===== src/include/mips_params.svh =====
`ifndef MIPS_PARAMS_SVH
`define MIPS_PARAMS_SVH

// Data word width of the integer datapath
`define MIPS_XLEN 32

// Width of a register number (32 architectural registers)
`define MIPS_REG_W 5

// Restoring divider produces one quotient bit per cycle
`define MIPS_DIV_STEPS 32

`endif


===== src/hdl/mips_pkg.sv =====
`include "mips_params.svh"

package mips_pkg;

  typedef logic [`MIPS_XLEN-1:0] word_t;
  typedef logic [`MIPS_REG_W-1:0] reg_idx_t;

  // Primary opcode field, bits 31:26
  typedef enum logic [5:0] {
    OP_SPECIAL = 6'h00,
    OP_ADDI    = 6'h08,
    OP_ADDIU   = 6'h09,
    OP_SLTI    = 6'h0a,
    OP_SLTIU   = 6'h0b,
    OP_ANDI    = 6'h0c,
    OP_ORI     = 6'h0d,
    OP_XORI    = 6'h0e,
    OP_LUI     = 6'h0f
  } opcode_t;

  // Function field of SPECIAL instructions, bits 5:0
  typedef enum logic [5:0] {
    FUNC_SLL   = 6'h00,
    FUNC_SRL   = 6'h02,
    FUNC_SRA   = 6'h03,
    FUNC_SLLV  = 6'h04,
    FUNC_SRLV  = 6'h06,
    FUNC_SRAV  = 6'h07,
    FUNC_MFHI  = 6'h10,
    FUNC_MFLO  = 6'h12,
    FUNC_MULT  = 6'h18,
    FUNC_MULTU = 6'h19,
    FUNC_DIV   = 6'h1a,
    FUNC_DIVU  = 6'h1b,
    FUNC_ADD   = 6'h20,
    FUNC_ADDU  = 6'h21,
    FUNC_SUB   = 6'h22,
    FUNC_SUBU  = 6'h23,
    FUNC_AND   = 6'h24,
    FUNC_OR    = 6'h25,
    FUNC_XOR   = 6'h26,
    FUNC_NOR   = 6'h27,
    FUNC_SLT   = 6'h2a,
    FUNC_SLTU  = 6'h2b
  } func_t;

  typedef struct packed {
    opcode_t    opcode;
    reg_idx_t   rs;
    reg_idx_t   rt;
    reg_idx_t   rd;
    logic [4:0] shamt;
    func_t      funct;
  } instr_r_t;

  typedef struct packed {
    opcode_t     opcode;
    reg_idx_t    rs;
    reg_idx_t    rt;
    logic [15:0] imm16;
  } instr_i_t;

  // Same instruction word seen as R-type or I-type
  typedef union packed {
    instr_r_t r;
    instr_i_t i;
  } instr_u;

  typedef enum logic [3:0] {
    ALU_SLL, ALU_SRL, ALU_SRA, ALU_ADD, ALU_SUB, ALU_AND,
    ALU_OR, ALU_XOR, ALU_NOR, ALU_SLT, ALU_SLTU, ALU_LUI
  } alu_op_t;

  typedef enum logic [2:0] {
    MD_NONE, MD_MULT, MD_MULTU, MD_DIV, MD_DIVU, MD_MFHI, MD_MFLO
  } md_op_t;

  typedef struct packed {
    alu_op_t    alu_op;
    logic       use_imm;
    logic       imm_signed;
    logic       shamt_var;
    logic [4:0] shamt;
    reg_idx_t   dest;
    logic       wr_en;
    logic       trap_ovf;
    md_op_t     md_op;
  } dec_ctrl_t;

  typedef struct packed {
    word_t value;
    logic  ovf;
  } alu_res_t;

  typedef struct packed {
    reg_idx_t idx;
    word_t    data;
  } wb_t;

endpackage


===== src/hdl/instr_decode.sv =====
`timescale 1ns/10ps

module instr_decode (
  input  mips_pkg::instr_u    instr_i,
  output mips_pkg::dec_ctrl_t ctrl_o
);
  import mips_pkg::*;

  always_comb begin
    // Safe defaults, nothing is written
    ctrl_o.alu_op     = ALU_ADD;
    ctrl_o.use_imm    = 1'b0;
    ctrl_o.imm_signed = 1'b0;
    ctrl_o.shamt_var  = 1'b0;
    ctrl_o.shamt      = instr_i.r.shamt;
    ctrl_o.dest       = instr_i.r.rd;
    ctrl_o.wr_en      = 1'b0;
    ctrl_o.trap_ovf   = 1'b0;
    ctrl_o.md_op      = MD_NONE;

    if (instr_i.r.opcode == OP_SPECIAL) begin
      ctrl_o.wr_en = 1'b1;
      case (instr_i.r.funct)
        FUNC_SLL:  ctrl_o.alu_op = ALU_SLL;
        FUNC_SRL:  ctrl_o.alu_op = ALU_SRL;
        FUNC_SRA:  ctrl_o.alu_op = ALU_SRA;
        FUNC_SLLV: begin
          ctrl_o.alu_op    = ALU_SLL;
          ctrl_o.shamt_var = 1'b1;
        end
        FUNC_SRLV: begin
          ctrl_o.alu_op    = ALU_SRL;
          ctrl_o.shamt_var = 1'b1;
        end
        FUNC_SRAV: begin
          ctrl_o.alu_op    = ALU_SRA;
          ctrl_o.shamt_var = 1'b1;
        end
        FUNC_ADD: begin
          ctrl_o.alu_op   = ALU_ADD;
          ctrl_o.trap_ovf = 1'b1;
        end
        FUNC_ADDU: ctrl_o.alu_op = ALU_ADD;
        FUNC_SUB: begin
          ctrl_o.alu_op   = ALU_SUB;
          ctrl_o.trap_ovf = 1'b1;
        end
        FUNC_SUBU: ctrl_o.alu_op = ALU_SUB;
        FUNC_AND:  ctrl_o.alu_op = ALU_AND;
        FUNC_OR:   ctrl_o.alu_op = ALU_OR;
        FUNC_XOR:  ctrl_o.alu_op = ALU_XOR;
        FUNC_NOR:  ctrl_o.alu_op = ALU_NOR;
        FUNC_SLT:  ctrl_o.alu_op = ALU_SLT;
        FUNC_SLTU: ctrl_o.alu_op = ALU_SLTU;
        FUNC_MFHI: ctrl_o.md_op = MD_MFHI;
        FUNC_MFLO: ctrl_o.md_op = MD_MFLO;
        // HI/LO writers have no register destination
        FUNC_MULT: begin
          ctrl_o.md_op = MD_MULT;
          ctrl_o.wr_en = 1'b0;
        end
        FUNC_MULTU: begin
          ctrl_o.md_op = MD_MULTU;
          ctrl_o.wr_en = 1'b0;
        end
        FUNC_DIV: begin
          ctrl_o.md_op = MD_DIV;
          ctrl_o.wr_en = 1'b0;
        end
        FUNC_DIVU: begin
          ctrl_o.md_op = MD_DIVU;
          ctrl_o.wr_en = 1'b0;
        end
        default: ctrl_o.wr_en = 1'b0;
      endcase
    end else begin
      // I-type, result goes to rt
      ctrl_o.dest    = instr_i.i.rt;
      ctrl_o.use_imm = 1'b1;
      ctrl_o.wr_en   = 1'b1;
      case (instr_i.i.opcode)
        OP_ADDI: begin
          ctrl_o.imm_signed = 1'b1;
          ctrl_o.trap_ovf   = 1'b1;
        end
        OP_ADDIU: ctrl_o.imm_signed = 1'b1;
        OP_SLTI: begin
          ctrl_o.alu_op     = ALU_SLT;
          ctrl_o.imm_signed = 1'b1;
        end
        // Immediate is sign extended, then compared unsigned
        OP_SLTIU: begin
          ctrl_o.alu_op     = ALU_SLTU;
          ctrl_o.imm_signed = 1'b1;
        end
        OP_ANDI: ctrl_o.alu_op = ALU_AND;
        OP_ORI:  ctrl_o.alu_op = ALU_OR;
        OP_XORI: ctrl_o.alu_op = ALU_XOR;
        OP_LUI:  ctrl_o.alu_op = ALU_LUI;
        default: ctrl_o.wr_en = 1'b0;
      endcase
    end
  end

endmodule


===== config.mk =====
export PLATFORM = sky130hd
export DESIGN_NAME = instr_decode
export DESIGN_NICKNAME = d
export VERILOG_FILES = /design/src/hdl/mips_pkg.sv /design/src/hdl/instr_decode.sv
export VERILOG_INCLUDE_DIRS = /design/src /design/src/include
export SDC_FILE = /design/constraint.sdc
export NUM_CORES = 1
export LEC_CHECK = 0
export BUFFER_PORTS_ARGS = -buffer_cell sky130_fd_sc_hd__buf_2
export CORE_MARGIN = 8
export CORE_UTILIZATION = 33
export DETAILED_ROUTE_END_ITERATION = 10
export PLACE_DENSITY = 0.81
export SLEW_MARGIN = 10
export SYNTH_ARGS = -nofsm -noshare
export SYNTH_HDL_FRONTEND = slang
export SYNTH_SLANG_ARGS = --single-unit

===== constraint.sdc =====
create_clock -name vclk -period 1.52
set_input_delay 0.228 -clock vclk [all_inputs]
set_output_delay 0.228 -clock vclk [all_outputs]
set_load 0.03 [all_outputs]

# After elaboration in Yosys (flattened, before gate mapping)
# Cells that the tools add are included.
dict set report word_totals {
  register_bits 0
  out_inout_bits 22
  inputBits 32
}
dict set report classes {
  n_reduce_logical 11
  n_mux 15
  n_eq_ne 29
}
# operator n
set op_table {}
lappend op_table {{$eq A6 B6 Y1 const B} 10}
lappend op_table {{$eq A6 B4 Y1 const B} 8}
lappend op_table {{$pmux W4 S10} 1}
lappend op_table {{$eq A6 B5 Y1 const B} 6}
lappend op_table {{$pmux W4 S6} 1}
lappend op_table {{$eq A6 B3 Y1 const B} 3}
lappend op_table {{$pmux W3 S6} 1}
lappend op_table {{$reduce_or A18 Y1} 1}
lappend op_table {{$eq A6 B2 Y1 const B} 2}
lappend op_table {{$logic_not A6 Y1} 2}
lappend op_table {{$reduce_or A2 Y1} 5}
lappend op_table {{$reduce_or A8 Y1} 1}
lappend op_table {{$mux W1} 7}
lappend op_table {{$mux W5} 1}
lappend op_table {{$mux W2} 2}
lappend op_table {{$mux W4} 1}
lappend op_table {{$reduce_or A4 Y1} 1}
lappend op_table {{$mux W3} 1}
lappend op_table {{$reduce_or A3 Y1} 1}

# Longest topological paths before layout
dict set report logic_depth {
  ltp_word 4
  depth_mapped 5
}

# Worst setup path after synthesis
# Ideal clock, no wire load.
dict set report synth_path {
  kind {input to output}
  from {in instr_i[26] in the netlist's numbering}
  to {out ctrl_o[15] in the netlist's numbering}
  n_path_buf 0
  slack_ps -668
  cell_stages 4
  arrival_ps 1960
  cell_sequence {nor4_4 -> nand2_4 -> or2_1 -> nor4_1}
}
# element line_no
set synth_rtl {}
lappend synth_rtl {{start: declaration} instr_decode.sv:4} ;# input mips_pkg::instr_u instr_i,
lappend synth_rtl {{end: declaration} instr_decode.sv:5} ;# output mips_pkg::dec_ctrl_t ctrl_o

==> reports/metrics.yaml <==
final_cells: 137
power.internal_mw: 0.108
die_w_um: 54.1
worst-setup-path-type: "in -> out"
antenna_found_initial: 0
layout_common_cells: "buf_4 (25), buf_2 (22), buf_6 (12)"
dp_cells: 135
final-hold-violation-count: 0
crit_top_cell: "buf_6"
areaGrowthSynthToFinish_pct: 96.1
cp_top_family: "compound AO/OA/AOI/OAI gates"
hp-class: "in -> out"
grt_overflow_total: 0
max_stage_delay_ns: 0.35
violations: "setup timing"
syn-num-nets: 105
setup-violations-final: 15
register_area_um2: 0
grt_max_degree: 11
cap_violations: 0
postRouteAntennaNets: 0
grt_usage_pct: 13.2
status: "finished, violations left"
core-area_mm2: 0.00133
ir_worst_vdd_mv: 0.101
start_kind: "input pin"
dr.pass1.iters: 4
layout_commonest_cell: "buf_4"
cp.arrival_ns: 1.48
port_buffers: 39
hold_buffers: 0
initial_core_util_pct: 35.9
fin_hold_ws_ns: 0.456
n_fill_cell: 118
post_drt_wl_per_cell_um: 16.2
path_cells: "buf_6 > nor4_4 > nand2_4 > a2111o_1 > buf_4 > a2bb2oi_2 > buf_6"
drtIter0Drc: 5
p_per_area_mw_per_mm2: 237
combinationalPowerShare_pct: 100.0
via_count: 715
drc_errors: 0
tightest_slew_ns: 0.314
period_share_pct: 112
clock_buffers: 0
ys_warn_count: 0
sequentialPowerShare_pct: 0
rsz0062_at_grt: "true"
finalPower_mw: 0.222
end_kind: "primary output"
dpl_cell_area_um2: 831
fin_area_um2: 940
fin_ws_ns: -0.184
crit_slowest_cell: "nor4_4"
yosysUniqueCellTypes: 31
setup_tns_ns: -1.89
seq_cells: 0
grt_pass1_wl_um: 3050
drv_slew: 0
slew_headroom_pct: 78.9
cp.required_ns: 1.29
p_clk_share_pct: 0
die_area_mm2: 0.00293
ios: 54
netSwitchingPower_mw: 0.115
path_max_fanout: 3
power_leakage_nw: 0.433
gp_congestion: 0.760
viasPerCell: 5.22
max_freq_mhz: 587
routed_wl_um: 2220
drive_above_1_share_pct: 66.4
fin_crit_ns: 1.70
switching_share_pct: 51.6
fp-row-count: 13
fp.dieH_um: 54.1
final_nets: 156
synth_area_um2: 479
syn_inst: 73
dp_hpwl_um: 1720
avgSynthCellArea_um2: 6.56
multiInputGateArea_um2: 480
synth-seq-area-share_pct: 0
grt_pass1_vias: 658
diodes: 0
path_buf_inv: 3
[power by group through the flow]
stage	clock (mW)	sequential, mW	combinational (mW)
after CTS	0	0	0.215
after floorplan	0	0	0.132
final	0	0	0.222
after global routing	0	0	0.235
after detailed placement	0	0	0.198
after global placement	0	0	0.192
[metal layers]
metal | part of all wire [%] | GRT usage, %
met4 | 1.0 | 2.46
met5 | 0 | 0
met2 | 52 | 23.0
met1 | 40 | 16.5
met3 | 7.0 | 2.48
[area by class of cell]
cell class / instances / share of cell area [%]
inverters: 2 / 0.799
multi-input cells: 61 / 51.1
repair buffers: 59 / 46.1
well taps: 15 / 2.00
[cells in the mapped netlist (all sizes together), types with 2 or more instances]
| master | number | area share, % |
|---|---|---|
| o22ai | 2 | 2.6 |
| nor4 | 2 | 5.7 |
| nand3 | 3 | 3.1 |
| inv | 2 | 1.6 |
| nor3 | 4 | 4.2 |
| clkbuf | 2 | 1.6 |
| nand2b | 5 | 6.5 |
| nor2b | 4 | 5.2 |
| a21oi | 5 | 5.2 |
| or2 | 2 | 2.6 |
| buf | 8 | 11 |
| nand2 | 5 | 5.5 |
| nor2 | 6 | 5.2 |
| nand4 | 2 | 2.6 |
| o21ai | 5 | 5.2 |
| mux2 | 6 | 14 |
[kinds of logic (layout without fill, tap and decap cells)]
group	Yosys count	in the layout	synth area share, %
AND/OR/NAND/NOR	36	36	45.7
buffers and inverters	12	61	14.1
XOR/XNOR	1	1	1.83
multiplexers	6	6	14.1
AO/OA/AOI/OAI	18	18	24.3
[through the flow]
step	worst slack, ns	utilization [%]
after global routing	-0.221	70.5
final	-0.184	70.5
after CTS	-0.184	68.3
after detailed placement	-0.236	62.3
after floorplan	-0.155	-
after global placement	-0.204	62.3
[timing repair]
| item | in CTS | in global routing |
|---|---|---|
| setup endpoints to repair | 14 | 14 |
| endpoints found under the hold margin | 0 | 0 |
| pin swaps | 6 | 2 |
| setup buffers | 1 | 1 |
| resized for setup | 25 | 7 |
[final timing paths]
kind / start / end / slack [ns] / cells after the start
max: instr_i[29] / ctrl_o[18] / -0.18 / 7
min: instr_i[6] / ctrl_o[10] / 0.46 / 0
Power figures use the tool's default switching activity.
