[src/include/mips_params.svh]
`ifndef MIPS_PARAMS_SVH
`define MIPS_PARAMS_SVH

// Data word width of the integer datapath
`define MIPS_XLEN 32

// Width of a register number (32 architectural registers)
`define MIPS_REG_W 5

// Restoring divider produces one quotient bit per cycle
`define MIPS_DIV_STEPS 32

`endif

[src/hdl/mips_pkg.sv]
`include "mips_params.svh"

package mips_pkg;

  typedef logic [`MIPS_XLEN-1:0] word_t;
  typedef logic [`MIPS_REG_W-1:0] reg_idx_t;

  // Primary opcode field, bits 31:26
  typedef enum logic [5:0] {
    OP_SPECIAL = 6'h00,
    OP_ADDI    = 6'h08,
    OP_ADDIU   = 6'h09,
    OP_SLTI    = 6'h0a,
    OP_SLTIU   = 6'h0b,
    OP_ANDI    = 6'h0c,
    OP_ORI     = 6'h0d,
    OP_XORI    = 6'h0e,
    OP_LUI     = 6'h0f
  } opcode_t;

  // Function field of SPECIAL instructions, bits 5:0
  typedef enum logic [5:0] {
    FUNC_SLL   = 6'h00,
    FUNC_SRL   = 6'h02,
    FUNC_SRA   = 6'h03,
    FUNC_SLLV  = 6'h04,
    FUNC_SRLV  = 6'h06,
    FUNC_SRAV  = 6'h07,
    FUNC_MFHI  = 6'h10,
    FUNC_MFLO  = 6'h12,
    FUNC_MULT  = 6'h18,
    FUNC_MULTU = 6'h19,
    FUNC_DIV   = 6'h1a,
    FUNC_DIVU  = 6'h1b,
    FUNC_ADD   = 6'h20,
    FUNC_ADDU  = 6'h21,
    FUNC_SUB   = 6'h22,
    FUNC_SUBU  = 6'h23,
    FUNC_AND   = 6'h24,
    FUNC_OR    = 6'h25,
    FUNC_XOR   = 6'h26,
    FUNC_NOR   = 6'h27,
    FUNC_SLT   = 6'h2a,
    FUNC_SLTU  = 6'h2b
  } func_t;

  typedef struct packed {
    opcode_t    opcode;
    reg_idx_t   rs;
    reg_idx_t   rt;
    reg_idx_t   rd;
    logic [4:0] shamt;
    func_t      funct;
  } instr_r_t;

  typedef struct packed {
    opcode_t     opcode;
    reg_idx_t    rs;
    reg_idx_t    rt;
    logic [15:0] imm16;
  } instr_i_t;

  // Same instruction word seen as R-type or I-type
  typedef union packed {
    instr_r_t r;
    instr_i_t i;
  } instr_u;

  typedef enum logic [3:0] {
    ALU_SLL, ALU_SRL, ALU_SRA, ALU_ADD, ALU_SUB, ALU_AND,
    ALU_OR, ALU_XOR, ALU_NOR, ALU_SLT, ALU_SLTU, ALU_LUI
  } alu_op_t;

  typedef enum logic [2:0] {
    MD_NONE, MD_MULT, MD_MULTU, MD_DIV, MD_DIVU, MD_MFHI, MD_MFLO
  } md_op_t;

  typedef struct packed {
    alu_op_t    alu_op;
    logic       use_imm;
    logic       imm_signed;
    logic       shamt_var;
    logic [4:0] shamt;
    reg_idx_t   dest;
    logic       wr_en;
    logic       trap_ovf;
    md_op_t     md_op;
  } dec_ctrl_t;

  typedef struct packed {
    word_t value;
    logic  ovf;
  } alu_res_t;

  typedef struct packed {
    reg_idx_t idx;
    word_t    data;
  } wb_t;

endpackage

[src/hdl/int_alu.sv]
`timescale 1ns/10ps
`include "mips_params.svh"

module int_alu (
  input  mips_pkg::dec_ctrl_t ctrl_i,
  input  logic [15:0]         imm_i,
  input  mips_pkg::word_t     rs_i,
  input  mips_pkg::word_t     rt_i,
  output mips_pkg::alu_res_t  res_o
);
  import mips_pkg::*;

  word_t      imm_ext;
  word_t      opb;
  logic [4:0] shift_amt;
  word_t      sum;
  word_t      diff;
  logic       sum_ovf;
  logic       diff_ovf;
  logic       lt_signed;
  logic       lt_unsigned;
  word_t      value;
  logic       ovf;

  assign imm_ext = ctrl_i.imm_signed ? {{(`MIPS_XLEN-16){imm_i[15]}}, imm_i}
                                     : {{(`MIPS_XLEN-16){1'b0}}, imm_i};

  assign opb = ctrl_i.use_imm ? imm_ext : rt_i;

  // Variable shifts use the low five bits of rs
  assign shift_amt = ctrl_i.shamt_var ? rs_i[4:0] : ctrl_i.shamt;

  assign sum  = rs_i + opb;
  assign diff = rs_i - opb;

  // Signed overflow: operands agree in sign, result does not
  assign sum_ovf = (rs_i[`MIPS_XLEN-1] == opb[`MIPS_XLEN-1]) &&
                   (sum[`MIPS_XLEN-1] != rs_i[`MIPS_XLEN-1]);
  assign diff_ovf = (rs_i[`MIPS_XLEN-1] != opb[`MIPS_XLEN-1]) &&
                    (diff[`MIPS_XLEN-1] != rs_i[`MIPS_XLEN-1]);

  assign lt_signed   = $signed(rs_i) < $signed(opb);
  assign lt_unsigned = rs_i < opb;

  always_comb begin
    case (ctrl_i.alu_op)
      ALU_SLL:  value = rt_i << shift_amt;
      ALU_SRL:  value = rt_i >> shift_amt;
      ALU_SRA:  value = $signed(rt_i) >>> shift_amt;
      ALU_ADD:  value = sum;
      ALU_SUB:  value = diff;
      ALU_AND:  value = rs_i & opb;
      ALU_OR:   value = rs_i | opb;
      ALU_XOR:  value = rs_i ^ opb;
      ALU_NOR:  value = ~(rs_i | opb);
      ALU_SLT:  value = {{(`MIPS_XLEN-1){1'b0}}, lt_signed};
      ALU_SLTU: value = {{(`MIPS_XLEN-1){1'b0}}, lt_unsigned};
      // Upper half from the immediate, zeros below
      ALU_LUI:  value = {imm_i, 16'h0000};
      default:  value = sum;
    endcase
  end

  // Only the trapping forms report overflow
  always_comb begin
    ovf = 1'b0;
    if (ctrl_i.trap_ovf) begin
      if (ctrl_i.alu_op == ALU_ADD) begin
        ovf = sum_ovf;
      end else if (ctrl_i.alu_op == ALU_SUB) begin
        ovf = diff_ovf;
      end
    end
  end

  assign res_o.value = value;
  assign res_o.ovf   = ovf;

endmodule

[config.mk]
export PLATFORM = sky130hd
export DESIGN_NAME = int_alu
export DESIGN_NICKNAME = d
export VERILOG_FILES = /design/src/hdl/mips_pkg.sv /design/src/hdl/int_alu.sv
export VERILOG_INCLUDE_DIRS = /design/src /design/src/include
export SDC_FILE = /design/constraint.sdc
export NUM_CORES = 1
export LEC_CHECK = 0
export BUFFER_PORTS_ARGS = -buffer_cell sky130_fd_sc_hd__buf_4
export CAP_MARGIN = 5
export CELL_PAD_IN_SITES_DETAIL_PLACEMENT = 0
export CELL_PAD_IN_SITES_GLOBAL_PLACEMENT = 1
export CORE_MARGIN = 2
export CORE_UTILIZATION = 45
export DETAILED_ROUTE_END_ITERATION = 10
export GPL_TIMING_DRIVEN = 0
export PLACE_DENSITY = 0.95
export SLEW_MARGIN = 10
export SYNTH_ARGS = -nofsm -noshare
export SYNTH_HDL_FRONTEND = slang
export SYNTH_SLANG_ARGS = --single-unit
export TNS_END_PERCENT = 30
[constraint.sdc]
create_clock -name vclk -period 10.6
set_clock_uncertainty 0.1 [all_clocks]
set_input_delay 2.12 -clock vclk [all_inputs]
set_output_delay 2.12 -clock vclk [all_outputs]
set_load 0.05 [all_outputs]
* Yosys cells after proc, flatten, opt, wreduce, memory -nomap -nowiden
Index checks and enable logic that the tools add are counted.
Word-level totals: output and inout bits 33, register bits after elaboration 0, logic and storage cells 36, bits of input ports 102
Operators by class: mux-type cells 7, equality and inequality tests 15, shift-type cells 3, bitwise operators 4, $lt $le $gt $ge 2, reductions and logical operators 3, add/subtract/negate cells 2
Operators with widths (number):
- 32-bit one-hot mux with 11 select lines | 1
- 32-bit less-than comparator | 2
- 32-bit two-way mux | 2
- 32-bit adder | 1
- 32-bit bitwise AND | 1
- 32-bit NOT | 1
- 32-bit bitwise OR | 1
- 32-bit by 5-bit << shifter with 32-bit output | 1
- 32-bit by 5-bit right shift with 32-bit output | 1
- 32-bit by 5-bit >>> shifter with 32-bit output | 1
- 32-bit subtractor | 1
- 32-bit XOR | 1
- 4-bit by 3-bit == test with 1-bit output (second input constant) | 4
- 4-bit == test (second input constant) | 4
- 4-bit by 2-bit == test with 1-bit output (second input constant) | 2
- 5-bit two-way mux | 1
- 4-bit by 1-bit == test with 1-bit output (second input constant) | 1
- 4-bit logical NOT | 1
- 1-bit two-way mux | 3
- 1-bit != test | 3
- 1-bit logical AND | 2
- 1-bit == test | 1

* Longest topological paths before layout
word-level depth 8, gate-level depth with buffers 17

* Worst setup path before layout
Ideal clock, no wire load.
path kind input -> output, from input ctrl_i[17] in the netlist's numbering, to output res_o[31] in the netlist's numbering, slack 2.000 ns, data arrival time 6.380 ns, stages on the path 13, required time 8.380 ns, cell sequence buf_2 -> buf_1 -> mux2i_1 -> ha_1 -> clkbuf_1 -> or3_1 -> nor3_1 -> a211oi_2 -> o31ai_1 -> a211oi_2 -> o21ai_1 -> o22ai_1 -> a221oi_1
RTL lines:
- from (decl) | RTL line int_alu.sv:5 | input mips_pkg::dec_ctrl_t ctrl_i,
- to (decl) | RTL line int_alu.sv:9 | output mips_pkg::alu_res_t res_o

==> impl_metrics.csv <==
group,metric,value,unit
power_and_ir_drop,p_leak,4.95,nW
critical_path,critPathTopFamily,"compound AO/OA/AOI/OAI gates",
placed_design,gp_congestion,1.09,
grt,grt_pass1_vias,11700,
floorplan,pin_count,135,
drt,drc,0,
drt,wl_per_cell,28.1,µm
finish,nets,1796,
power_and_ir_drop,ir_worst_vdd,0.0689,mV
finish,register_area,0,µm²
sta,min_period,9510,ps
power_and_ir_drop,power_per_cell_area,84.0,mW/mm²
drt,dr.pass1.iters,8,
yosys,synth_nets,1671,
placed_design,portBuffers,123,
critical_path,required,8380,ps
run,drv_cap,0,
yosys,syn_area,0.00947,mm²
grt,grtUsageMet3,0.0804,
floorplan,die_x,149,µm
grt,grt_use_total,0.454,
critical_path,max_stage_delay,750,ps
clocking,cts_resized,0,
yosys,avgSynthCellArea,6.45,µm²
critical_path,cp-start-kind,"input port",
drt,drt_iter0_markers,1737,
sta,min_period_over_period,0.897,
yosys,synth_cell_types,83,
clocking,hold_buffers,0,
worst_hold_path,hp-class,"in -> out",
sta,finalHoldViolCount,0,
grt,antenna_found_initial,0,
drt,wirelength,52400,µm
finish,num_antenna_cells,0,
sta,clock.fmax,105,MHz
yosys,ys_top_cells_by_area,"mux2i_1 (15%), ha_1 (13%), a21oi_1 (7.6%)",
sta,worst_pin_slew,1260,ps
critical_path,critPathLaunch,"ctrl_i[17]",
clocking,postCtsSetupBuffers,0,
finish,areaGrowthSynthToFinish,13.4,%
grt,grtUsageMet1,0.584,
critical_path,critPathMaxFanout,10,
yosys,ys_seq_area_frac,0,
drt,vias,12800,
yosys,synth_top_area_share,0.151,
finish,fin_area,0.0107,mm²
floorplan,die_area,0.0222,mm²
placed_design,pre_cts_slack,1300,ps
critical_path,arrival,7290,ps
critical_path,critPathBufInv,4,
critical_path,cpMaxStageDelayCell,"o31ai_1",
sta,setup_slack,1090,ps
grt,grt_pass1_wl,75500,µm
critical_path,cp_cell_sequence,"buf_2, buf_1, mux2i_1, inv_1, fa_1, nor2_1, o311ai_1, a21oi_1, a211oi_2, o31ai_1, a211oi_2, o21ai_1, o22ai_1, a221oi_1, buf_4",
placed_design,place_area,0.0107,mm²
critical_path,crit_type,"in -> out",
worst_hold_path,holdCritStartpoint,"rs_i[31]",
finish,nClkBuffers,0,
sta,slew_headroom,0.139,
sta,finalMaxSlewViolations,0,
drt,antenna_left,0,
grt,grt_max_degree,11,
status,status,"complete, no violations",
finish,drive_gt1_frac,0.113,
critical_path,cp.depth,15,
yosys,synthCells,1467,
finish,postLayoutCoreUtil,0.516,
power_and_ir_drop,total_power,902,µW
sta,rsz0062_at_grt,"false",
drt,viasPerCell,6.87,
placed_design,hpwl,42600,µm
grt,grt.busiest_layer,"met2",
floorplan,core_area,0.0208,mm²
yosys,yosysWarnings,0,
worst_hold_path,hold_depth,4,
floorplan,die_y,149,µm
floorplan,rows,53,
floorplan,initial_core_util,0.455,
sta,fin_setup_tns,0,ps
finish,n_sequential_cell,0,
critical_path,cp-end-kind,"output port",
critical_path,path_common_cell,"a211oi_2",
yosys,yosys.area.top_type,"mux2i_1",
grt,grtUsageMet2,0.708,
grt,overflow,0,
sta,setup-violations-final,0,
placed cells by master (no fill, tap or decap), types with 13 or more instances in the layout:
cell,synthesis,layout
a211oi_1,18,18
a21o_1,25,25
a21oi_1,144,144
a221oi_1,16,16
a22oi_1,13,13
a31oi_1,23,23
and3_1,13,13
buf_2,16,16
buf_4,3,126
clkbuf_1,74,74
ha_1,100,100
inv_1,105,105
mux2i_1,143,143
nand2_1,133,133
nand2b_1,17,17
nand3_1,26,26
nor2_1,165,165
nor2b_1,13,13
nor3_1,36,36
o211ai_1,25,25
o21ai_0,83,83
o21ai_1,22,22
o22ai_1,22,22
or3_1,14,14
per-layer routing:
| metal | vias to the layer above | part of all wire |
|---|---|---|
| met4 | 0 | 0.078 |
| met1 | 5957 | 0.38 |
| met3 | 224 | 0.12 |
| li1 | 5647 | - |
| met5 | - | 0 |
| met2 | 992 | 0.42 |
tightest hold or removal path, delay by kind of cell:
kind / cells / cell delay, ps
compound gates: 1 / 170
buf+inv: 3 / 470
cell usage after synthesis, types with 8 or more instances:
master       n
a21oi_1    144
nand2b_1    17
o21ai_0     83
or3_1       14
a221oi_1    16
nand4_1      8
and3_1      13
o21bai_1    11
mux2i_1    143
clkbuf_1    74
mux2_2       8
o31ai_1      9
nand3_1     26
ha_1       100
a22oi_1     13
nor2b_1     13
o211ai_1    25
and2_1      11
a2111oi_0   11
a31oi_1     23
o21ai_1     22
nor2_1     165
nor3_1      36
xnor2_1     12
a211o_1      9
o22ai_1     22
xor2_1       8
a21o_1      25
inv_1      105
buf_2       16
a211oi_1    18
buf_1        8
nand2_1    133
area by class of cell:
cell class | instances | area, µm²
repair buffers | 123 | 923
multi-input cells | 1254 | 8600
fillers | 2254 | 10100
plain buffers | 106 | 467
well taps | 275 | 344
inverters | 107 | 402
path summary, 6_finish.rpt:
kind / endpoint / slack, ps
worst max-delay path: res_o[31] / 1090
worst min-delay path: res_o[0] / 4770
through the flow:
step	cells	hold WS (ps)
2_1_floorplan	1467	4380
3_3_place_gp	1865	4730
3_5_place_dp	1865	4720
4_1_cts	1865	4730
5_1_grt	1865	4740
6_report	1865	4770
logic make-up after synthesis:
| group | count (synthesis) | synth area share |
|---|---|---|
| muxes | 159 | 0.177 |
| buffers and inverters | 213 | 0.0917 |
| and+or+nand+nor | 454 | 0.215 |
| adders and majority gates | 102 | 0.136 |
| AOI/OAI and AO/OA | 519 | 0.361 |
| xor gates and xnor gates | 20 | 0.0185 |
power by group:
group          switching, mW  internal, mW  leakage (nW)
Combinational          0.613         0.289          4.95
Sequential                 0             0             0
Clock                      0             0             0
Total                  0.613         0.289          4.95
Note: power is estimated with default switching activity, not from simulation.
