==> src/include/mips_params.svh <==
`ifndef MIPS_PARAMS_SVH
`define MIPS_PARAMS_SVH

// Data word width of the integer datapath
`define MIPS_XLEN 32

// Width of a register number (32 architectural registers)
`define MIPS_REG_W 5

// Restoring divider produces one quotient bit per cycle
`define MIPS_DIV_STEPS 32

`endif

==> src/hdl/mips_pkg.sv <==
`include "mips_params.svh"

package mips_pkg;

  typedef logic [`MIPS_XLEN-1:0] word_t;
  typedef logic [`MIPS_REG_W-1:0] reg_idx_t;

  // Primary opcode field, bits 31:26
  typedef enum logic [5:0] {
    OP_SPECIAL = 6'h00,
    OP_ADDI    = 6'h08,
    OP_ADDIU   = 6'h09,
    OP_SLTI    = 6'h0a,
    OP_SLTIU   = 6'h0b,
    OP_ANDI    = 6'h0c,
    OP_ORI     = 6'h0d,
    OP_XORI    = 6'h0e,
    OP_LUI     = 6'h0f
  } opcode_t;

  // Function field of SPECIAL instructions, bits 5:0
  typedef enum logic [5:0] {
    FUNC_SLL   = 6'h00,
    FUNC_SRL   = 6'h02,
    FUNC_SRA   = 6'h03,
    FUNC_SLLV  = 6'h04,
    FUNC_SRLV  = 6'h06,
    FUNC_SRAV  = 6'h07,
    FUNC_MFHI  = 6'h10,
    FUNC_MFLO  = 6'h12,
    FUNC_MULT  = 6'h18,
    FUNC_MULTU = 6'h19,
    FUNC_DIV   = 6'h1a,
    FUNC_DIVU  = 6'h1b,
    FUNC_ADD   = 6'h20,
    FUNC_ADDU  = 6'h21,
    FUNC_SUB   = 6'h22,
    FUNC_SUBU  = 6'h23,
    FUNC_AND   = 6'h24,
    FUNC_OR    = 6'h25,
    FUNC_XOR   = 6'h26,
    FUNC_NOR   = 6'h27,
    FUNC_SLT   = 6'h2a,
    FUNC_SLTU  = 6'h2b
  } func_t;

  typedef struct packed {
    opcode_t    opcode;
    reg_idx_t   rs;
    reg_idx_t   rt;
    reg_idx_t   rd;
    logic [4:0] shamt;
    func_t      funct;
  } instr_r_t;

  typedef struct packed {
    opcode_t     opcode;
    reg_idx_t    rs;
    reg_idx_t    rt;
    logic [15:0] imm16;
  } instr_i_t;

  // Same instruction word seen as R-type or I-type
  typedef union packed {
    instr_r_t r;
    instr_i_t i;
  } instr_u;

  typedef enum logic [3:0] {
    ALU_SLL, ALU_SRL, ALU_SRA, ALU_ADD, ALU_SUB, ALU_AND,
    ALU_OR, ALU_XOR, ALU_NOR, ALU_SLT, ALU_SLTU, ALU_LUI
  } alu_op_t;

  typedef enum logic [2:0] {
    MD_NONE, MD_MULT, MD_MULTU, MD_DIV, MD_DIVU, MD_MFHI, MD_MFLO
  } md_op_t;

  typedef struct packed {
    alu_op_t    alu_op;
    logic       use_imm;
    logic       imm_signed;
    logic       shamt_var;
    logic [4:0] shamt;
    reg_idx_t   dest;
    logic       wr_en;
    logic       trap_ovf;
    md_op_t     md_op;
  } dec_ctrl_t;

  typedef struct packed {
    word_t value;
    logic  ovf;
  } alu_res_t;

  typedef struct packed {
    reg_idx_t idx;
    word_t    data;
  } wb_t;

endpackage

==> src/hdl/result_select.sv <==
`timescale 1ns/10ps

module result_select (
  input  logic                clk,
  input  logic                arst_n_i,
  input  logic                issue_i,
  input  mips_pkg::dec_ctrl_t ctrl_i,
  input  mips_pkg::alu_res_t  alu_i,
  input  mips_pkg::word_t     hi_i,
  input  mips_pkg::word_t     lo_i,
  output logic                wb_valid_o,
  output mips_pkg::wb_t       wb_o,
  output logic                ovf_o
);
  import mips_pkg::*;

  word_t wb_data;
  logic  wb_fire;

  always_comb begin
    case (ctrl_i.md_op)
      MD_MFHI: wb_data = hi_i;
      MD_MFLO: wb_data = lo_i;
      default: wb_data = alu_i.value;
    endcase
  end

  // Register 0 is never reported, and a trap cancels the write
  assign wb_fire = issue_i && ctrl_i.wr_en && (ctrl_i.dest != '0) && !alu_i.ovf;

  always_ff @(posedge clk or negedge arst_n_i) begin
    if (!arst_n_i) begin
      wb_valid_o <= 1'b0;
      ovf_o      <= 1'b0;
    end else begin
      wb_valid_o <= wb_fire;
      ovf_o      <= issue_i && alu_i.ovf;
    end
  end

  always_ff @(posedge clk) begin
    if (issue_i) begin
      wb_o.idx  <= ctrl_i.dest;
      wb_o.data <= wb_data;
    end
  end

endmodule

==> config.mk <==
export PLATFORM = sky130hd
export DESIGN_NAME = result_select
export DESIGN_NICKNAME = d
export VERILOG_FILES = /design/src/hdl/mips_pkg.sv /design/src/hdl/result_select.sv
export VERILOG_INCLUDE_DIRS = /design/src /design/src/include
export SDC_FILE = /design/constraint.sdc
export NUM_CORES = 1
export LEC_CHECK = 0
export ABC_AREA = 1
export BUFFER_PORTS_ARGS = -buffer_cell sky130_fd_sc_hd__buf_4
export CAP_MARGIN = 20
export CORE_MARGIN = 2
export CORE_UTILIZATION = 45
export CTS_CLUSTER_DIAMETER = 120
export DETAILED_ROUTE_END_ITERATION = 7
export GPL_TIMING_DRIVEN = 0
export HOLD_SLACK_MARGIN = 0.06
export PLACE_DENSITY_LB_ADDON = 0.1
export SYNTH_ARGS = -nofsm -noshare
export SYNTH_HDL_FRONTEND = slang
export SYNTH_SLANG_ARGS = --single-unit
==> constraint.sdc <==
create_clock -name clk -period 1.2 [get_ports clk]
set_input_delay 0.24 -clock clk [delete_from_list [all_inputs] [get_ports clk]]
set_output_delay 0.24 -clock clk [all_outputs]
set_load 0.02 [all_outputs]
# Word level (Yosys, flattened, before mapping)
# Cells that the tools add are included.
# classes
n_reduce_logical,6
eq_ne,2
n_mux,1
# op_table
operator,count
case mux 32 bit (2 select lines),1
"equality test 3 bit, second input constant",2
nonzero test 5 bit,1
logical AND 1 bit,4
zero test 1 bit,1
# word_totals
input_bits,122
register_bits,39
out_inout_bits,39

# Longest topological paths before layout
# Gate-level depths: netlist of the first run.
# logic_depth
word_depth,3
mapped_depth,7
ltp_nobuf,5

# Least setup slack after synthesis of the first run
# Ideal clock, no wire load.
# synth_timing
path_type,input -> register
start,in ctrl_i[0] (netlist bit)
end,"reg wb_o[0] (netlist bit), data pin"
n_path_buf,2
cell_stages,6
arrival_time_ns,0.841
setup_slack_ns,0.106
cell_sequence,buf_2 inv_2 nand3_2 buf_2 nand3_1 nand2_1
# synth_via
elab_chain_len,2
# synth_lines
element,line,source
"start, declared",result_select.sv:7,"input mips_pkg::dec_ctrl_t ctrl_i,"
equality test 3 bit,result_select.sv:21,case (ctrl_i.md_op)
case mux 32 bit (2 select lines) (*),result_select.sv:21,
named net wb_data[0],result_select.sv:17,word_t wb_data;
"end, declared",result_select.sv:12,"output mips_pkg::wb_t wb_o,"
# Mark *: on every way through the listed nets, which the timed path passes. The rest lies on a longest branch.
# A chain may end at the register's enable or synchronous reset.

# Worst setup path in the final report of the first run
# layout_timing
start,reg wb_o[11] (netlist bit)
end,out wb_o[11] (netlist bit)
# No word-level cell between the ends.

==> results of run 1 <==
-- cell usage after synthesis --
cell,count
nor3_1,1
buf_4,7
dfrtp_1,2
inv_1,34
nand2_1,67
nor2_1,1
edfxtp_1,37
and3b_1,1
nand3_2,2
nand3_1,32
buf_2,20
nand4_1,64
inv_2,2
-- through the flow --
stage               setup WS [ns]  power, W  hold slack [ns]
detailed placement       -0.04195  0.002703          0.02311
global route              0.07275  0.004163           0.1198
CTS                       0.09445  0.004007           0.1300
floorplan                  0.1063  0.002154         -0.05559
finish                    0.09512  0.004003           0.1323
global placement         -0.04159  0.002688          0.02175
-- per-layer routing --
metal  share of wire (%)  track usage (%)  up-vias
li1                    -                -     1255
met1                  37            29.47     1172
met2                  51            41.84      130
met3                  11            6.878        8
met4                 1.3            8.577        0
met5                   0                0        -
-- flip-flops by register name (all words and copies together) (netlist names) --
name        flops
wb_o           37
ovf_o           1
wb_valid_o      1
-- layout by cell type (no fill, tap or decap), drive strengths merged --
| master | synthesis | layout |
|---|---|---|
| and3b | 1 | 1 |
| buf | 27 | 172 |
| bufinv | 0 | 2 |
| clkbuf | 0 | 5 |
| clkinvlp | 0 | 1 |
| dfrtp | 2 | 2 |
| dlygate4sd3 | 0 | 1 |
| edfxtp | 37 | 37 |
| inv | 36 | 36 |
| nand2 | 67 | 67 |
| nand3 | 34 | 34 |
| nand4 | 64 | 64 |
| nor2 | 1 | 1 |
| nor3 | 1 | 1 |
-- final cells by class --
cell class	instances	area [µm²]
Clock inverter	3	67.56
Buffer	27	152.6
Multi-Input combinational cell	168	849.6
Inverter	36	135.1
Clock buffer	5	68.82
Tap cell	70	87.58
Sequential cell	39	1161
Timing Repair Buffer	146	1099
Fill cell	427	1389
-- repair_timing --
action,4_1_cts,5_1_grt
endpoints found under the hold margin,2,0
hold buffers,1,0
resized for setup,0,0
-- where the power goes --
part	total, W	internal [W]	switching (W)
logic	0.00100	0.000491	0.000513
registers	0.00168	0.00164	0.0000321
clock network	0.00132	0.000829	0.000495
total	0.00400	0.00296	0.00104
-- path summary, 6_finish.rpt --
check | start | end | depth (start not counted)
setup / recovery | wb_o[11]$_DFFE_PP_ | wb_o[11] | 1
hold / removal | ctrl_i[9] | wb_o[36]$_DFFE_PP_ | 1
max in group asynchronous | arst_n_i | ovf_o$_DFF_PN0_ | 2
min in group asynchronous | arst_n_i | wb_valid_o$_DFF_PN0_ | 2
-- logic make-up after synthesis --
kind of cell / after synthesis / synth area share (%)
simple gates: 168 / 36.96
buf+inv: 63 / 12.52
flops: 39 / 50.52
==> qor.csv, run 1 <==
stage,metric,value,unit
status,outcome,finished clean,
floorplanning,area of the die,5696,µm²
route,detail-routed via count per cell,5.192,
floorplanning,floorplan core area,5010,µm²
route,routed vias,2565,
sta,transition time at the pin with the least slew margin,0.5179,ns
layout,synth-to-layout area growth,57.54,%
layout,Final Instance Count excl. Fillers,494,
worst_setup_path,category of the worst setup path capture point,output pin,
sta,final slew viol count,0,
clocking,TritonCTS clock tree,yes,
layout,Layout Cell Area excl Fill,3621,µm²
layout,share of post-route cells with drive strength above 1,43.40,%
clocking,Post-CTS Repair Setup Buffers,0,
layout,count of antenna diodes in the layout,0,
route,aggregate routed wire length,7.050,mm
worst_setup_path,WP buf/inv,1,
synthesis,cell type with the largest total area after synthesis,edfxtp_1,
synthesis,register area share after synthesis,50.52,%
floorplanning,top-level I/O count,161,
floorplanning,die span in y,75.47,µm
synthesis,area share of the largest cell type after synthesis,48.34,%
floorplanning,Initial Util,45.88,%
flow_run,number of maximum-capacitance violations,0,
sta,crit share post-route,92.07,%
global_route,antenna violations before repair,0,
global_route,GRT Residual Overflow,0,
route,antenna-violating nets left,0,
clocking,clk buf depth,2,
floorplanning,DIE WIDTH,75.47,µm
synthesis,net count of the mapped netlist,392,
pwr,total power per unit cell area,1105,nW/µm²
worst_setup_path,slowest library cell on the worst path,edfxtp_1,
placed_design,DP Area,3475,µm²
synthesis,synth warn,0,
pwr,worst voltage drop across the vdd grid,499.1,µV
worst_setup_path,"critical path, cell by cell",buf_4,
synthesis,post-synthesis register bit count,39,
placed_design,post-detailed-placement half-perimeter wirelength,5.071,mm
route,count of TritonRoute iterations in the first routing pass,4,
sta,Final Hold Viols,0,
global_route,number of global-route vias before repair,2386,
worst_setup_path,required time at the worst-slack endpoint,0.96,ns
route,Iteration-0 DRC Markers,113,
synthesis,Mapped Cells,270,
synthesis,count of cell types in the netlist,13,
clocking,cell at the root of the clock tree,clkbuf_8,
worst_setup_path,biggest cell delay along the critical path,0.39,ns
clocking,clock buffer count from CTS,5,
global_route,maximum number of pins on one net before global-route repair,40,
worst_setup_path,cell class contributing the biggest share of worst-path delay,flip-flops,
global_route,global-route wire length before repair,10.52,mm
placed_design,final weighted congestion in routability-driven placement,0.8121,
worst_setup_path,crit path launch type,flop,
route,DRC violations left,0,
synthesis,most area-consuming cells after synthesis,"edfxtp_1 48%, nand4_1 17%, nand2_1 11%",
global_route,total routing usage reported by global routing,24.41,%
clocking,Clock H-tree levels,2,
route,detail-routed net length per standard cell,14.27,µm
sta,f_max,905.1,MHz
sta,total setup violations reported at the end of the flow,0,
sta,final period demand of the worst path,1.105,ns
placed_design,Port Buffers,145,
worst_setup_path,"critical path fanouts, max",1,
sta,setup_tns,0,ns
sta,unrepaired setup endpoints after global routing,no,
clocking,clock-pin transition on the worst setup and hold timing paths,0.09,ns
worst_setup_path,Crit path arrival time,0.86,ns
worst_setup_path,kind of critical path,reg -> out,
placed_design,number of placed cells counting well taps,485,
synthesis,netlist area before placement,2298,µm²
floorplanning,count of standard-cell rows,26,
worst_hold_path,worst min-delay path class,in -> reg,
pwr,leakage component of the power,1.839,nW
synthesis,mean post-synth cell area,8.513,µm²
sta,normalized max-slew margin,65.47,%
clocking,CTS sink count,39,
layout,net total in the final layout,545,
layout,core occupancy in the finished layout,72.28,%
No activity file was read; power rests on OpenSTA's default activity.
==> run 2, diff against run 1 <==
- CELL_PAD_IN_SITES_DETAIL_PLACEMENT: unset -> 2
- CELL_PAD_IN_SITES_GLOBAL_PLACEMENT: unset -> 2
- CORE_UTILIZATION: 45 -> 23
==> run 2 against run 1 <==
  * Clock power decreased by 27%
  * Via count grew 0.16%
  * Hold slack worse by 0.0035 ns
  * Power shrank 8.5%
  * Sequential cell count is the same
  * Global-route usage fell by 6.5 points
  * Die area rose by 90%
  * Critical path type unchanged
  * Largest power group unchanged
  * Highest routed layer unchanged
==> qor.csv, run 2 (synthesis results as in run 1) <==
stage,metric,value,unit,change
status,outcome,finished clean,,
global_route,antenna violations before repair,0,,unchanged
sta,final period demand of the worst path,1.107,ns,+0.002568 ns
layout,Largest Register,wb_o,,
worst_setup_path,WP depth,1,,unchanged
worst_setup_path,Crit path arrival time,0.87,ns,about the same
global_route,total routing usage reported by global routing,17.93,%,-6.5 points
layout,largest registers,"wb_o (37), ovf_o (1), wb_valid_o (1)",,
clocking,CTS sink count,39,,unchanged
worst_setup_path,required time at the worst-slack endpoint,0.96,ns,about the same
worst_setup_path,"critical path fanouts, max",1,,unchanged
placed_design,final weighted congestion in routability-driven placement,0.7368,,-9.3%
pwr,combinational share of power,28.0,%,+2.9 points
clocking,post-CTS sizing,0,,unchanged
sta,crit share post-route,92.29,%,+0.21 points
global_route,global-route wire length before repair,15.55,mm,+48%
worst_setup_path,slowest library cell on the worst path,edfxtp_1,,
layout,Layout Cell Area excl Fill,3655,µm²,+0.93%
worst_setup_path,launch point of the critical path,wb_o[17]$_DFFE_PP_,,
worst_setup_path,category of the worst setup path capture point,output pin,,
sta,normalized max-slew margin,63.55,%,-1.9 points
placed_design,post-detailed-placement half-perimeter wirelength,7.264,mm,+43%
global_route,maximum number of pins on one net before global-route repair,40,,unchanged
flow_run,number of maximum-capacitance violations,0,,unchanged
sta,Final Hold Viols,0,,unchanged
floorplanning,die span in y,104.0,µm,+38%
placed_design,DP Area,3553,µm²,+2.3%
worst_setup_path,cell class contributing the biggest share of worst-path delay,flip-flops,,
clocking,clk buf depth,2,,unchanged
floorplanning,DIE WIDTH,104.0,µm,+38%
floorplanning,area of the die,10810,µm²,+90%
clocking,clock-pin transition on the worst setup and hold timing paths,0.09,ns,about the same
sta,final slew viol count,0,,unchanged
floorplanning,Initial Util,23.62,%,-22 points
layout,"most common cell after layout, fill and taps aside",buf_4,,
worst_hold_path,worst min-delay path class,in -> reg,,
route,aggregate routed wire length,9.447,mm,+34%
pwr,internal portion of total power,0.002600,W,-12%
route,detail-routed net length per standard cell,16.96,µm,+19%
global_route,GRT Residual Overflow,0,,unchanged
worst_setup_path,crit path launch type,flop,,
clocking,clock buffer count from CTS,5,,unchanged
route,Iteration-0 DRC Markers,48,,-58%
clocking,Clock H-tree levels,2,,unchanged
pwr,fraction of power spent switching nets,29.05,%,+3.1 points
route,DRC violations left,0,,unchanged
floorplanning,top-level I/O count,161,,unchanged
pwr,leakage component of the power,1.823,nW,-0.88%
layout,"flip-flop count of the largest register, all copies and words added",37,,unchanged
sta,total setup violations reported at the end of the flow,0,,unchanged
global_route,number of global-route vias before repair,2899,,+22%
placed_design,Port Buffers,145,,unchanged
route,count of TritonRoute iterations in the first routing pass,4,,unchanged
route,routed vias,2569,,+0.16%
sta,transition time at the pin with the least slew margin,0.5468,ns,+0.02882 ns
worst_setup_path,WP buf/inv,1,,unchanged
clocking,TritonCTS clock tree,yes,,
clocking,cell at the root of the clock tree,clkbuf_8,,
worst_setup_path,crit path capture,wb_o[17],,
floorplanning,count of standard-cell rows,36,,+38%
layout,highest-count cells in the layout ignoring fill and taps,"152 x buf_4, 67 x nand2_1, 64 x nand4_1",,
route,antenna-violating nets left,0,,unchanged
layout,count of antenna diodes in the layout,0,,unchanged
clocking,Post-CTS Repair Setup Buffers,0,,unchanged
pwr,worst voltage drop across the vdd grid,404.2,µV,-19%
pwr,net switching power of the design,0.001064,W,+2.4%
worst_setup_path,kind of critical path,reg -> out,,
layout,net total in the final layout,545,,unchanged
worst_setup_path,"critical path, cell by cell",buf_4,,
worst_setup_path,biggest cell delay along the critical path,0.41,ns,+0.02 ns
sta,unrepaired setup endpoints after global routing,no,,
floorplanning,floorplan core area,9729,µm²,+94%
sta,f_max,903.0,MHz,-0.23%
pwr,part of the total power dissipated in sequential elements,45.9,%,+4.0 points
pwr,Total Power Consumption,0.003664,W,-8.5%
pwr,total power per unit cell area,1003,nW/µm²,-9.3%
layout,share of post-route cells with drive strength above 1,43.16,%,-0.24 points
pwr,part of the power in the clock network,26.2,%,-6.9 points
layout,synth-to-layout area growth,59.01,%,
route,detail-routed via count per cell,4.612,,-11%
[run 2: cell count changes in the layout (fill, tap and decap cells not counted), sizes merged]
cell | previous run | this run
bufinv | 2 | 0
clkbuf | 5 | 7
clkinv | 0 | 1
clkinvlp | 1 | 0
[run 2: repair_timing]
action / 4_1_cts / 5_1_grt
hold buffers: 1 / 0
hold endpoints to repair: 2 / 0
setup endpoints to repair: 0 / 0
[run 2: area by class of cell]
class	instances	area (µm²)
inverters	36	135.1
clock buffers	7	86.33
repair buffers	146	1099
well taps	133	166.4
multi-input cells	168	849.6
clock inverters	1	5.005
fillers	1192	6075
flip-flops and latches	39	1161
plain buffers	27	152.6
[run 2: worst min-delay path by stage]
| stage | startpoint | end | cells past startpoint |
|---|---|---|---|
| final | ctrl_i[9] | wb_o[36]$_DFFE_PP_ | 1 |
| after global placement | arst_n_i | wb_valid_o$_DFF_PN0_ | 1 |
| after floorplan | arst_n_i | ovf_o$_DFF_PN0_ | 0 |
| after global routing | ctrl_i[9] | wb_o[36]$_DFFE_PP_ | 1 |
| after detailed placement | arst_n_i | ovf_o$_DFF_PN0_ | 1 |
| after CTS | ctrl_i[9] | wb_o[36]$_DFFE_PP_ | 1 |
[run 2: power by group through the flow]
| stage | Clock [W] | Combinational (W) | Sequential, W |
|---|---|---|---|
| after floorplan | 0 | 0.000275 | 0.00188 |
| after global placement | 0 | 0.00101 | 0.00170 |
| after detailed placement | 0 | 0.00104 | 0.00171 |
| after CTS | 0.000994 | 0.00104 | 0.00168 |
| after global routing | 0.00105 | 0.00113 | 0.00169 |
| final | 0.000959 | 0.00102 | 0.00168 |
[run 2: stage by stage]
stage | utilization (%) | worst slack, ns | std cells | hold slack [ns] | setup TNS, ns
2_1_floorplan | - | 0.1063 | 270 | -0.05559 | 0
3_3_place_gp | 36.52 | -0.1176 | 548 | 0.02277 | -2.873
3_5_place_dp | 36.52 | -0.1733 | 548 | 0.02901 | -3.884
4_1_cts | 37.56 | 0.07550 | 557 | 0.1223 | 0
5_1_grt | 37.56 | 0.07023 | 557 | 0.1153 | 0
6_report | 37.56 | 0.09255 | 557 | 0.1288 | 0
[run 2: layer usage]
layer | wire length (µm) | vias up | track usage, %
met5 | 0 | - | 0
met2 | 4788 | 86 | 32.14
li1 | - | 1254 | -
met3 | 704 | 6 | 5.702
met4 | 68 | 0 | 3.475
met1 | 3886 | 1223 | 21.04
